<file path="src/design/mat_pkg.sv">
`default_nettype none

package mat_pkg;

    //////////////////////////////////////////////////////////////////////
    // element and row types
    //////////////////////////////////////////////////////////////////////

    typedef logic [31:0]  elem_t;     // signed q16.16
    typedef logic [127:0] row_t;      // elem 0 in bits 127..96
    typedef logic [1:0]   row_idx_t;  // row 0 is the first row
    typedef logic         mode_t;     // stack select

    localparam mode_t mode_mv = 1'b0; // modelview
    localparam mode_t mode_pj = 1'b1; // projection

    //////////////////////////////////////////////////////////////////////
    // command opcodes
    //////////////////////////////////////////////////////////////////////

    typedef enum logic [2:0] {
        op_load_identity = 3'd0,  // top <= I
        op_load          = 3'd1,  // top <= four streamed rows
        op_push          = 3'd2,  // duplicate top one level up
        op_pop           = 3'd3,  // drop top
        op_mult          = 3'd4   // top <= top * streamed matrix
    } mat_op_t;

    // fixed point constants
    localparam elem_t q_one  = 32'h0001_0000;  // 1.0
    localparam elem_t q_zero = 32'h0000_0000;

    // identity, 1.0 on the diagonal
    localparam row_t ident_row_0 = {q_one,  q_zero, q_zero, q_zero};
    localparam row_t ident_row_1 = {q_zero, q_one,  q_zero, q_zero};
    localparam row_t ident_row_2 = {q_zero, q_zero, q_one,  q_zero};
    localparam row_t ident_row_3 = {q_zero, q_zero, q_zero, q_one};

endpackage

`default_nettype wire

</file>
<file path="src/design/matrix_cmd.sv">
`default_nettype none

module matrix_cmd (
    input  wire logic              clk,
    input  wire logic              rst,
    input  wire logic              cmd_valid,
    input  wire mat_pkg::mat_op_t  cmd_op,
    input  wire mat_pkg::mode_t    cmd_mode,
    input  wire logic              row_valid,
    input  wire logic              mult_done,
    output mat_pkg::mode_t         st_mode,    // latched for the whole command
    output logic                   push_req,
    output logic                   pop_req,
    output logic                   ident_req,
    output logic                   ld_we,
    output mat_pkg::row_idx_t      ld_idx,
    output logic                   op_we,
    output mat_pkg::row_idx_t      op_idx,
    output logic                   mult_start,
    output logic                   busy,
    output logic                   done
);

    typedef enum logic [1:0] {idle, load_rows, mult_rows, mult_run} state_t;

    state_t            state;
    mat_pkg::row_idx_t row_cnt;   // streamed rows taken so far
    logic              fin_pend;  // done goes out next cycle
    logic              accept;

    assign accept     = cmd_valid && !busy;  // overlapping commands dropped
    assign ld_we      = row_valid && (state == load_rows);
    assign ld_idx     = row_cnt;
    assign op_we      = row_valid && (state == mult_rows);
    assign op_idx     = row_cnt;
    assign mult_start = op_we && (row_cnt == 2'd3);  // fourth operand row

    always_ff @(posedge clk)
    begin
        if (rst)
        begin
            state <= idle;
            row_cnt <= '0;
            st_mode <= mat_pkg::mode_mv;
            {push_req, pop_req, ident_req, fin_pend, busy, done} <= '0;
        end
        else
        begin
            {push_req, pop_req, ident_req, fin_pend} <= '0;  // strobes
            done <= fin_pend || ((state == mult_run) && mult_done);
            if (done)
                busy <= 1'b0;  // busy spans the done cycle
            if (ld_we || op_we)
                row_cnt <= row_cnt + 1'b1;
            case (state)
                idle:
                    if (accept)
                    begin
                        st_mode <= cmd_mode;
                        row_cnt <= '0;
                        case (cmd_op)
                            mat_pkg::op_load:
                            begin
                                state <= load_rows;
                                busy  <= 1'b1;
                            end
                            mat_pkg::op_mult:
                            begin
                                state <= mult_rows;
                                busy  <= 1'b1;
                            end
                            mat_pkg::op_push:
                            begin
                                push_req <= 1'b1;
                                fin_pend <= 1'b1;
                                busy     <= 1'b1;
                            end
                            mat_pkg::op_pop:
                            begin
                                pop_req  <= 1'b1;
                                fin_pend <= 1'b1;
                                busy     <= 1'b1;
                            end
                            mat_pkg::op_load_identity:
                            begin
                                ident_req <= 1'b1;
                                fin_pend  <= 1'b1;
                                busy      <= 1'b1;
                            end
                            default: ;  // unknown opcode ignored
                        endcase
                    end
                load_rows:
                    if (ld_we && (row_cnt == 2'd3))
                    begin
                        state    <= idle;
                        fin_pend <= 1'b1;  // last row written this edge
                    end
                mult_rows:
                    if (mult_start)
                        state <= mult_run;
                default:  // mult_run
                    if (mult_done)
                        state <= idle;
            endcase
        end
    end

endmodule

`default_nettype wire

</file>
<file path="config.mk">
export PLATFORM = sky130hd
export DESIGN_NAME = matrix_cmd
export DESIGN_NICKNAME = d
export VERILOG_FILES = /design/src/design/mat_pkg.sv /design/src/design/matrix_cmd.sv
export SDC_FILE = /design/constraint.sdc
export NUM_CORES = 1
export LEC_CHECK = 0
export BUFFER_PORTS_ARGS = -buffer_cell sky130_fd_sc_hd__buf_2
export CORE_UTILIZATION = 40
export CTS_BUF_LIST = sky130_fd_sc_hd__clkbuf_16
export DETAILED_ROUTE_END_ITERATION = 7
export HOLD_SLACK_MARGIN = 0.12
export PLACE_DENSITY = 0.77
export SLEW_MARGIN = 10
export SYNTH_ARGS = -nofsm -noshare
export SYNTH_HDL_FRONTEND = slang
export SYNTH_SLANG_ARGS = --single-unit
</file>
<file path="constraint.sdc">
create_clock -name clk -period 1.2 [get_ports clk]
set_input_delay 0.12 -clock clk [delete_from_list [all_inputs] [get_ports clk]]
set_output_delay 0.12 -clock clk [all_outputs]
set_load 0.01 [all_outputs]
</file>
==> results of run 1 <==
## sequential cells by signal, summed over array words and instances (netlist names)
| signal | count |
|---|---|
| done | 1 |
| st_mode | 1 |
| fin_pend | 1 |
| busy | 1 |
| pop_req | 1 |
| state | 2 |
| ident_req | 1 |
| ld_idx | 2 |
| push_req | 1 |
## layout make-up
cell class	instances	area (sq um)	share of cell area, %
clock buffer	3	75.07	9.132
clock inverter	1	3.754	0.4566
inverter	2	7.507	0.9132
multi-input combinational	39	311.5	37.90
sequential	11	230.2	28.01
tap	14	17.52	2.131
timing repair buffer	28	176.4	21.46
## synth_stat cells (2+ instances only)
master,n,area (sq um)
dfxtp_1,11,220.2
nor2_1,5,18.77
a21oi_1,4,20.02
nor2b_1,3,18.77
o21ai_0,3,15.01
buf_4,2,15.01
buf_6,2,22.52
inv_1,2,7.510
nand2_1,2,7.510
nand3_1,2,10.01
nor3b_1,2,15.01
## placed cells by master, fill, tap and decap left out, types with 2 or more instances in the layout
master         instances
clkbuf_16              3
dfxtp_2                2
buf_4                  3
dfxtp_4                2
nor2_1                 5
inv_1                  3
dfxtp_1                7
nor2b_1                2
o21ai_0                3
a21oi_1                4
buf_2                 19
nand2_1                2
nor3b_2                2
buf_6                  3
dlygate4sd3_1          2
## power by group
group	internal, mW	switching [mW]	total, mW
logic	0.0608	0.0634	0.124
registers	0.377	0.0123	0.389
clock network	0.438	0.173	0.612
total	0.876	0.249	1.13
## worst max-delay path, stage by stage, from the launching register on
cell,delay (ns)
dfxtp_4,0.36
buf_6,0.12
and4b_2,0.28
buf_6,0.10
## metrics by stage
| step | std cells | power [mW] | hold WS [ns] | area (sq um) |
|---|---|---|---|---|
| 5_1_grt | 98 | 1.158 | 0.1652 | 822.0 |
| 3_5_place_dp | 88 | 0.4961 | 0.3606 | 628.1 |
| 2_1_floorplan | 57 | 0.4613 | 0.1895 | 539.3 |
| 3_3_place_gp | 88 | 0.4940 | 0.3578 | 628.1 |
| 6_report | 98 | 1.125 | 0.1266 | 822.0 |
| 4_1_cts | 97 | 1.117 | 0.1365 | 779.5 |
## logic make-up (layout without fill, tap and decap cells)
family	count (synthesis)	in the layout	share of synthesized area, %
DFF	11	11	40.84
muxes	1	1	1.856
adders and majority gates	1	1	2.320
xor gates and xnor gates	1	1	1.624
and+or+nand+nor	25	25	32.72
AOI/OAI and AO/OA	11	11	11.60
buffers and inverters	7	34	9.047
## repair_timing
| action | in CTS | in global routing |
|---|---|---|
| buffers inserted | 3 | 1 |
| hold buffers | 2 | 0 |
| pin swaps | 0 | 2 |
| endpoints found under the hold margin | 2 | 0 |
| endpoints found under the setup margin | 7 | 8 |
| resized for setup | 9 | 9 |
## metal layers
layer  up-vias  share of wire (%)
li1        257                  -
met1       240                 43
met4         0                2.6
met3         7                9.8
met5         -                  0
met2        38                 45
## final timing paths
kind                               from                    end  slack [ns]  depth (start not counted)
setup / recovery  state[0]$_SDFFE_PP0P_             mult_start       -0.03                          3
setup reg to reg  state[1]$_SDFFE_PP0P_  state[0]$_SDFFE_PP0P_        0.02                          4
hold reg to reg     fin_pend$_SDFF_PP0_        done$_SDFF_PP0_        0.46                          2
hold / removal                 cmd_mode   st_mode$_SDFFE_PP0P_        0.13                          3
==> flow_metrics.env, run 1 <==
export IMPL_grt_use_met2_pct=32.50
export IMPL_grt_busiest_layer="met2"
export IMPL_tns_ns=-0.03004
export IMPL_rsz0062_at_grt="yes"
export IMPL_drt_pre_antenna_iters=4
export IMPL_grt_pass1_vias=448
export IMPL_finalWorstSetupSlack_ns=-0.02776
export IMPL_tightest_slew_ns=0.3458
export IMPL_routed_wl_um=1514
export IMPL_outcome="finished, violations left"
export IMPL_row_count=12
export IMPL_cts_buffers=3
export IMPL_place_ws_ns=-0.04701
export IMPL_area_growth_pct=52.44
export IMPL_synth_cells=57
export IMPL_period_minus_slack_ns=1.228
export IMPL_cp_data_required_time_ns=1.08
export IMPL_place_hpwl_um=815.4
export IMPL_drc=0
export IMPL_setup_worst_path_class="reg -> out"
export IMPL_cts_clk_slew_worst_paths_ns=0.04
export IMPL_clk_latency_ns=0.24
export IMPL_setup_viol=2
export IMPL_grt_max_degree=11
export IMPL_h_tree_depth=1
export IMPL_vias=542
export IMPL_die_height_um=38.72
export IMPL_hold_violations=0
export IMPL_fillers=92
export IMPL_grt_pass1_wl_um=2214
export IMPL_use_met1_pct=31.21
export IMPL_path_max_fanout=5
export IMPL_gp_congestion=0.7517
export IMPL_fin_worst_skew_ns=0.002744
export IMPL_leakagePower_nw=0.3768
export IMPL_critical_path_arrival_ns=1.11
export IMPL_synth_edf_count=0
export IMPL_crit_path_start_kind="flop"
export IMPL_end_kind="output pin"
export IMPL_cellPowerDensity_nw_per_um2=1369
export IMPL_track_usage_pct=23.59
export IMPL_viasPerCell=5.531
export IMPL_relSlewSlack_pct=76.85
export IMPL_dieWidth_um=38.72
export IMPL_drtAntennaViolNets=0
export IMPL_initial_utilization_pct=46.05
export IMPL_final_layout_size_suffix_gt1_share_pct=53.57
export IMPL_grt_ovfl_total=0
export IMPL_clockBufferDepth=2
export IMPL_clock_sinks=11
export IMPL_met3_usage_pct=8.671
export IMPL_hold_class="in -> reg"
export IMPL_antenna_found_initial=0
export IMPL_async_reset_ff_share_pct=0
export IMPL_ys_seq_area_share_pct=40.84
export IMPL_synth_cell_type_count=30
export IMPL_coreArea_sq_um=1171
export IMPL_ioPinCount=22
export IMPL_fp_dieArea_sq_um=1499
export IMPL_syn_area_per_cell_sq_um=9.461
export IMPL_max_freq_mhz=814.5
export IMPL_cts_tree="done"
export IMPL_wire_per_inst_um=15.45
export IMPL_cts_root_buf="clkbuf_16"
export IMPL_yosysWarnings=0
export IMPL_ys_ff_latch=11
export IMPL_diodes=0
export IMPL_syn_num_nets=67
export IMPL_ir_worst_vdd_mv=1.012
export IMPL_failed_checks="negative setup slack"
export IMPL_drt_iter0_drc=19
export IMPL_nNetsFinal=95
export IMPL_period_share_pct=102.3
export IMPL_final_max_slew_viol_count=0
export IMPL_maxCapViolCount=0
export IMPL_fin_util_pct=70.19
export IMPL_io_buffers=21
export IMPL_synthesis_area_sq_um=539.3
export IMPL_synthFlopType="dfxtp_1"
Power figures use the tool's default switching activity.
==> inputs of run 2 (changes only) <==
CORE_AREA = 2 2 39 41   (was not set)
CORE_UTILIZATION = not set   (was 40)
DIE_AREA = 0 0 41 43   (was not set)
PLACE_DENSITY = 0.75   (was 0.77)
clock period = 1.15 ns   (was 1.2 ns; I/O delays follow)
==> run 2 against run 1 <==
Core utilization is 6.9 points lower. The run still ends with negative setup slack left. Worst setup slack worse by 0.029 ns. Largest power group unchanged. Critical path depth is the same. Clock power about the same. Global-route usage down 6.6 points. Die area increased by 18%. Final area is 6.5% higher. Count of clock-buffer cells in the layout did not move. Sequential share of layout area down 1.3 points.
==> flow_metrics.env, run 2 (synthesized netlist as in run 1, its figures left out) <==
export IMPL_outcome="finished, violations left"
export IMPL_failed_checks="negative setup slack"
export IMPL_final_cell_area_sq_um=875.8
export IMPL_place_hpwl_um=879.5
export IMPL_startpoint="state[0]$_SDFFE_PP0P_"
export IMPL_cts_root_buf="clkbuf_16"
export IMPL_gp_congestion=0.7188
export IMPL_layout_cells_non_filler=105
export IMPL_dieWidth_um=41
export IMPL_crit_path_start_kind="flop"
export IMPL_grt_pass1_vias=458
export IMPL_combPwrFrac_pct=12.8
export IMPL_clock_sinks=11
export IMPL_final_cell_mix="buf_2, buf_4, dfxtp_1"
export IMPL_path_max_fanout=4
export IMPL_final_max_slew_viol_count=0
export IMPL_grt_ovfl_total=0
export IMPL_final_layout_size_suffix_gt1_share_pct=60.67
export IMPL_period_share_pct=104.9
export IMPL_period_minus_slack_ns=1.207
export IMPL_placed_area_sq_um=668.1
export IMPL_relSlewSlack_pct=83.19
export IMPL_tightest_slew_ns=0.2517
export IMPL_coreArea_sq_um=1384
export IMPL_hold_class="in -> reg"
export IMPL_p_sw_mw=0.2432
export IMPL_clockBufferDepth=2
export IMPL_reg2reg_to="ld_idx[0]$_SDFF_PP0_"
export IMPL_row_count=14
export IMPL_initial_utilization_pct=38.97
export IMPL_rsz0062_at_grt="yes"
export IMPL_critical_path_arrival_ns=1.09
export IMPL_clkPwrFrac_pct=52.6
export IMPL_wire_per_inst_um=14.35
export IMPL_fin_util_pct=63.29
export IMPL_nNetsFinal=100
export IMPL_ioPinCount=22
export IMPL_drtAntennaViolNets=0
export IMPL_final_common_cell="buf_2"
export IMPL_setup_worst_path_class="reg -> out"
export IMPL_drt_iter0_drc=15
export IMPL_dp_cells=95
export IMPL_cellPowerDensity_nw_per_um2=1333
export IMPL_cts_buffers=3
export IMPL_area_growth_pct=62.41
export IMPL_track_usage_pct=16.97
export IMPL_place_ws_ns=-0.02113
export IMPL_max_freq_mhz=828.8
export IMPL_h_tree_depth=1
export IMPL_drc=0
export IMPL_end_kind="output pin"
export IMPL_maxCapViolCount=0
export IMPL_routed_wl_um=1507
export IMPL_worst_r2r_path_depth=4
export IMPL_drt_pre_antenna_iters=4
export IMPL_io_buffers=21
export IMPL_finalWorstSetupSlack_ns=-0.05656
export IMPL_endpoint="mult_start"
export IMPL_diodes=0
export IMPL_switching_share_pct=20.83
export IMPL_antenna_found_initial=0
export IMPL_power_mw=1.168
export IMPL_rr_startpoint="state[1]$_SDFFE_PP0P_"
export IMPL_die_height_um=43
export IMPL_ir_worst_vdd_mv=0.8578
export IMPL_cp_data_required_time_ns=1.03
export IMPL_seqPwrFrac_pct=34.6
export IMPL_setup_viol=3
export IMPL_min_delay_start="cmd_mode"
export IMPL_grt_pass1_wl_um=1973
export IMPL_grt_max_degree=9
export IMPL_internal_power_mw=0.9247
export IMPL_leakagePower_nw=0.4011
export IMPL_clk_latency_ns=0.24
export IMPL_fin_worst_skew_ns=0.004834
export IMPL_regToRegSetupSlack_ns=-0.01
export IMPL_cts_tree="done"
export IMPL_hold_violations=0
export IMPL_vias=545
export IMPL_fp_dieArea_sq_um=1763
export IMPL_viasPerCell=5.190
export IMPL_cts_clk_slew_worst_paths_ns=0.04
## run 2: final cells by class
cell class | instances | area, sq um
fill | 117 | 508.0
multi-input combinational | 39 | 321.6
sequential | 11 | 234.0
timing repair buffer | 33 | 214.0
clock buffer | 3 | 75.07
tap | 16 | 20.02
inverter | 2 | 7.507
clock inverter | 1 | 3.754
## run 2: metrics by stage
stage | hold slack [ns] | setup TNS [ns]
after floorplan | 0.1845 | 0
after global placement | 0.3478 | 0
after detailed placement | 0.3507 | -0.03299
after CTS | 0.1352 | -0.1247
after global routing | 0.1552 | -0.3402
final | 0.1381 | -0.07065
## run 2: how the worst min path moves through the flow
stage | to | slack (ns) | cells past startpoint
CTS | state[0]$_SDFFE_PP0P_ | 0.14 | 2
floorplan | push_req$_SDFF_PP0_ | 0.18 | 1
detailed placement | ident_req$_SDFF_PP0_ | 0.35 | 2
global placement | ident_req$_SDFF_PP0_ | 0.35 | 2
finish | st_mode$_SDFFE_PP0P_ | 0.14 | 3
global route | st_mode$_SDFFE_PP0P_ | 0.16 | 3
## run 2: power by group through the flow
stage               Combinational [mW]  Clock [mW]  Sequential (mW)
finish                           0.150       0.614            0.404
global route                     0.162       0.645            0.405
CTS                              0.134       0.621            0.406
detailed placement               0.117           0            0.414
global placement                 0.116           0            0.414
floorplan                       0.0658           0            0.416
## run 2: repair_timing
item | 4_1_cts | 5_1_grt
endpoints found under the hold margin | 2 | 0
buffers inserted | 2 | 2
pin swaps | 2 | 6
resized for setup | 7 | 14
hold buffers | 2 | 0
setup endpoints to repair | 9 | 9
## run 2: critical path, cell delays in order, from the launching register on
cell and delay [ns]:
dfxtp_4 0.36, buf_6 0.12, and4b_2 0.27, buf_6 0.10
## run 2: per-layer routing
metal	GRT usage [%]	vias to the layer above	routed length (um)
li1	-	270	-
met1	22.30	260	628
met2	22.81	15	792
met3	7.853	0	86
met4	8.000	0	0
met5	0	-	0
==> inputs of run 3 (changes only) <==
BUFFER_PORTS_ARGS = -buffer_cell sky130_fd_sc_hd__buf_4   (was -buffer_cell sky130_fd_sc_hd__buf_2)
==> run 3 against run 2 <==
The flow still finishes with violations (negative setup slack). Die area is the same. Non-clock buffer count grew 2. Sequential cell count is the same. Clock power grew 2%. Fmax grew 0.69%. Sequential power is essentially flat. Power grew 2.6%. Clock skew is essentially flat. Via count shrank 0.55%. Final cell count grew 1.9%.
==> flow_metrics.env, run 3 (synthesized netlist as in run 1, its figures left out) <==
export IMPL_outcome="finished, violations left"
export IMPL_failed_checks="negative setup slack"
export IMPL_maxCapViolCount=0
export IMPL_tightest_slew_ns=0.2754
export IMPL_ioPinCount=22
export IMPL_hold_class="in -> reg"
export IMPL_ir_worst_vdd_mv=1.000
export IMPL_rsz0062_at_grt="yes"
export IMPL_setup_viol=5
export IMPL_dp_cells=94
export IMPL_hold_ws_ns=0.1163
export IMPL_final_max_slew_viol_count=0
export IMPL_place_hpwl_um=937.6
export IMPL_clockBufferDepth=2
export IMPL_leakagePower_nw=0.4268
export IMPL_max_freq_mhz=834.5
export IMPL_clock_sinks=11
export IMPL_relSlewSlack_pct=81.59
export IMPL_crit_path_cell_trace="buf_6 -> and4b_2 -> buf_6"
export IMPL_cts_buffers=3
export IMPL_period_share_pct=104.2
export IMPL_cellPowerDensity_nw_per_um2=1257
export IMPL_drc=0
export IMPL_layout_cells_non_filler=107
export IMPL_end_kind="output pin"
export IMPL_crit_path_start_kind="flop"
export IMPL_cts_clk_slew_worst_paths_ns=0.04
export IMPL_coreArea_sq_um=1384
export IMPL_period_minus_slack_ns=1.198
export IMPL_viasPerCell=5.065
export IMPL_fp_dieArea_sq_um=1763
export IMPL_wire_per_inst_um=14.45
export IMPL_path_max_fanout=4
export IMPL_drtAntennaViolNets=0
export IMPL_slowest_delay_ns=0.36
export IMPL_area_growth_pct=76.80
export IMPL_crit_path_frequent_cell="buf_6"
export IMPL_cts_root_buf="clkbuf_16"
export IMPL_cp_slowest_cell="dfxtp_4"
export IMPL_h_tree_depth=1
export IMPL_critical_path_arrival_ns=1.08
export IMPL_row_count=14
export IMPL_final_cell_mix="buf_4, dfxtp_1, a21oi_1, nor2_1, dfxtp_4"
export IMPL_nNetsFinal=102
export IMPL_die_height_um=43
export IMPL_antenna_found_initial=0
export IMPL_vias=542
export IMPL_cp_data_required_time_ns=1.03
export IMPL_track_usage_pct=19.60
export IMPL_routed_wl_um=1546
export IMPL_place_ws_ns=-0.02070
export IMPL_grt_max_degree=9
export IMPL_io_buffers=21
export IMPL_hold_violations=0
export IMPL_setup_worst_path_class="reg -> out"
export IMPL_gp_congestion=0.7612
export IMPL_final_common_cell="buf_4"
export IMPL_final_layout_size_suffix_gt1_share_pct=59.34
export IMPL_finalWorstSetupSlack_ns=-0.04831
export IMPL_initial_utilization_pct=38.97
export IMPL_drt_pre_antenna_iters=4
export IMPL_clk_latency_ns=0.24
export IMPL_diodes=0
export IMPL_cts_tree="done"
export IMPL_fin_worst_skew_ns=0.004914
export IMPL_grt_pass1_wl_um=2187
export IMPL_dieWidth_um=41
export IMPL_grt_ovfl_total=0
export IMPL_grt_pass1_vias=472
export IMPL_drt_iter0_drc=10
## run 3: cell count changes in the layout (fill, tap and decap cells not counted), moves of 2 or more
| cell | change |
|---|---|
| buf_2 | -20 |
| o21ai_0 | -2 |
| o21ai_1 | +2 |
| buf_4 | +21 |
| dfxtp_2 | -2 |
## run 3: what timing repair did
item | CTS | global route
endpoints found under the hold margin | 7 | 0
pin swaps | 1 | 6
endpoints found under the setup margin | 9 | 9
buffers inserted | 3 | 3
hold buffers | 3 | 0
gates resized for setup | 14 | 10
## run 3: layout make-up
cell class | instances | area (sq um)
multi-input combinational | 39 | 330.3
inverter | 2 | 7.507
clock inverter | 1 | 3.754
tap | 16 | 20.02
timing repair buffer | 35 | 281.5
sequential | 11 | 235.2
clock buffer | 3 | 75.07
fill | 96 | 430.4
## run 3: routing by layer
layer | GRT usage, % | part of all wire (%) | vias up
li1 | - | - | 270
met1 | 25.25 | 47 | 257
met2 | 28.13 | 47 | 11
met3 | 6.283 | 3.6 | 4
met4 | 10.00 | 2.2 | 0
met5 | 0 | 0 | -
## run 3: worst max-delay path, delay by kind of cell, from the launching register on
family | cells | cell delay, ns
flip-flops | 1 | 0.36
buffers and inverters | 2 | 0.24
AND/OR/NAND/NOR | 1 | 0.24
## run 3: path summary, 6_finish.rpt
path / from / to / slack [ns] / cells after the start
setup / recovery: state[1]$_SDFFE_PP0P_ / mult_start / -0.05 / 3
hold / removal: cmd_mode / st_mode$_SDFFE_PP0P_ / 0.12 / 3
setup reg to reg: state[0]$_SDFFE_PP0P_ / st_mode$_SDFFE_PP0P_ / -0.01 / 4
hold reg to reg: fin_pend$_SDFF_PP0_ / done$_SDFF_PP0_ / 0.44 / 2
## run 3: where the power goes
| part | switching (mW) | internal, mW |
|---|---|---|
| combinational | 0.0756 | 0.0938 |
| sequential | 0.0127 | 0.390 |
| clock | 0.170 | 0.456 |
## run 3: stage by stage
step | power, mW | utilization [%] | TNS, ns | area (sq um)
finish | 1.198 | 68.90 | -0.08168 | 953.4
global route | 1.251 | 68.90 | -0.3001 | 953.4
CTS | 1.188 | 64.38 | -0.03643 | 890.9
detailed placement | 0.5452 | 51.54 | -0.02785 | 713.2
floorplan | 0.4814 | - | 0 | 539.3
global placement | 0.5431 | 51.54 | -0.004260 | 713.2
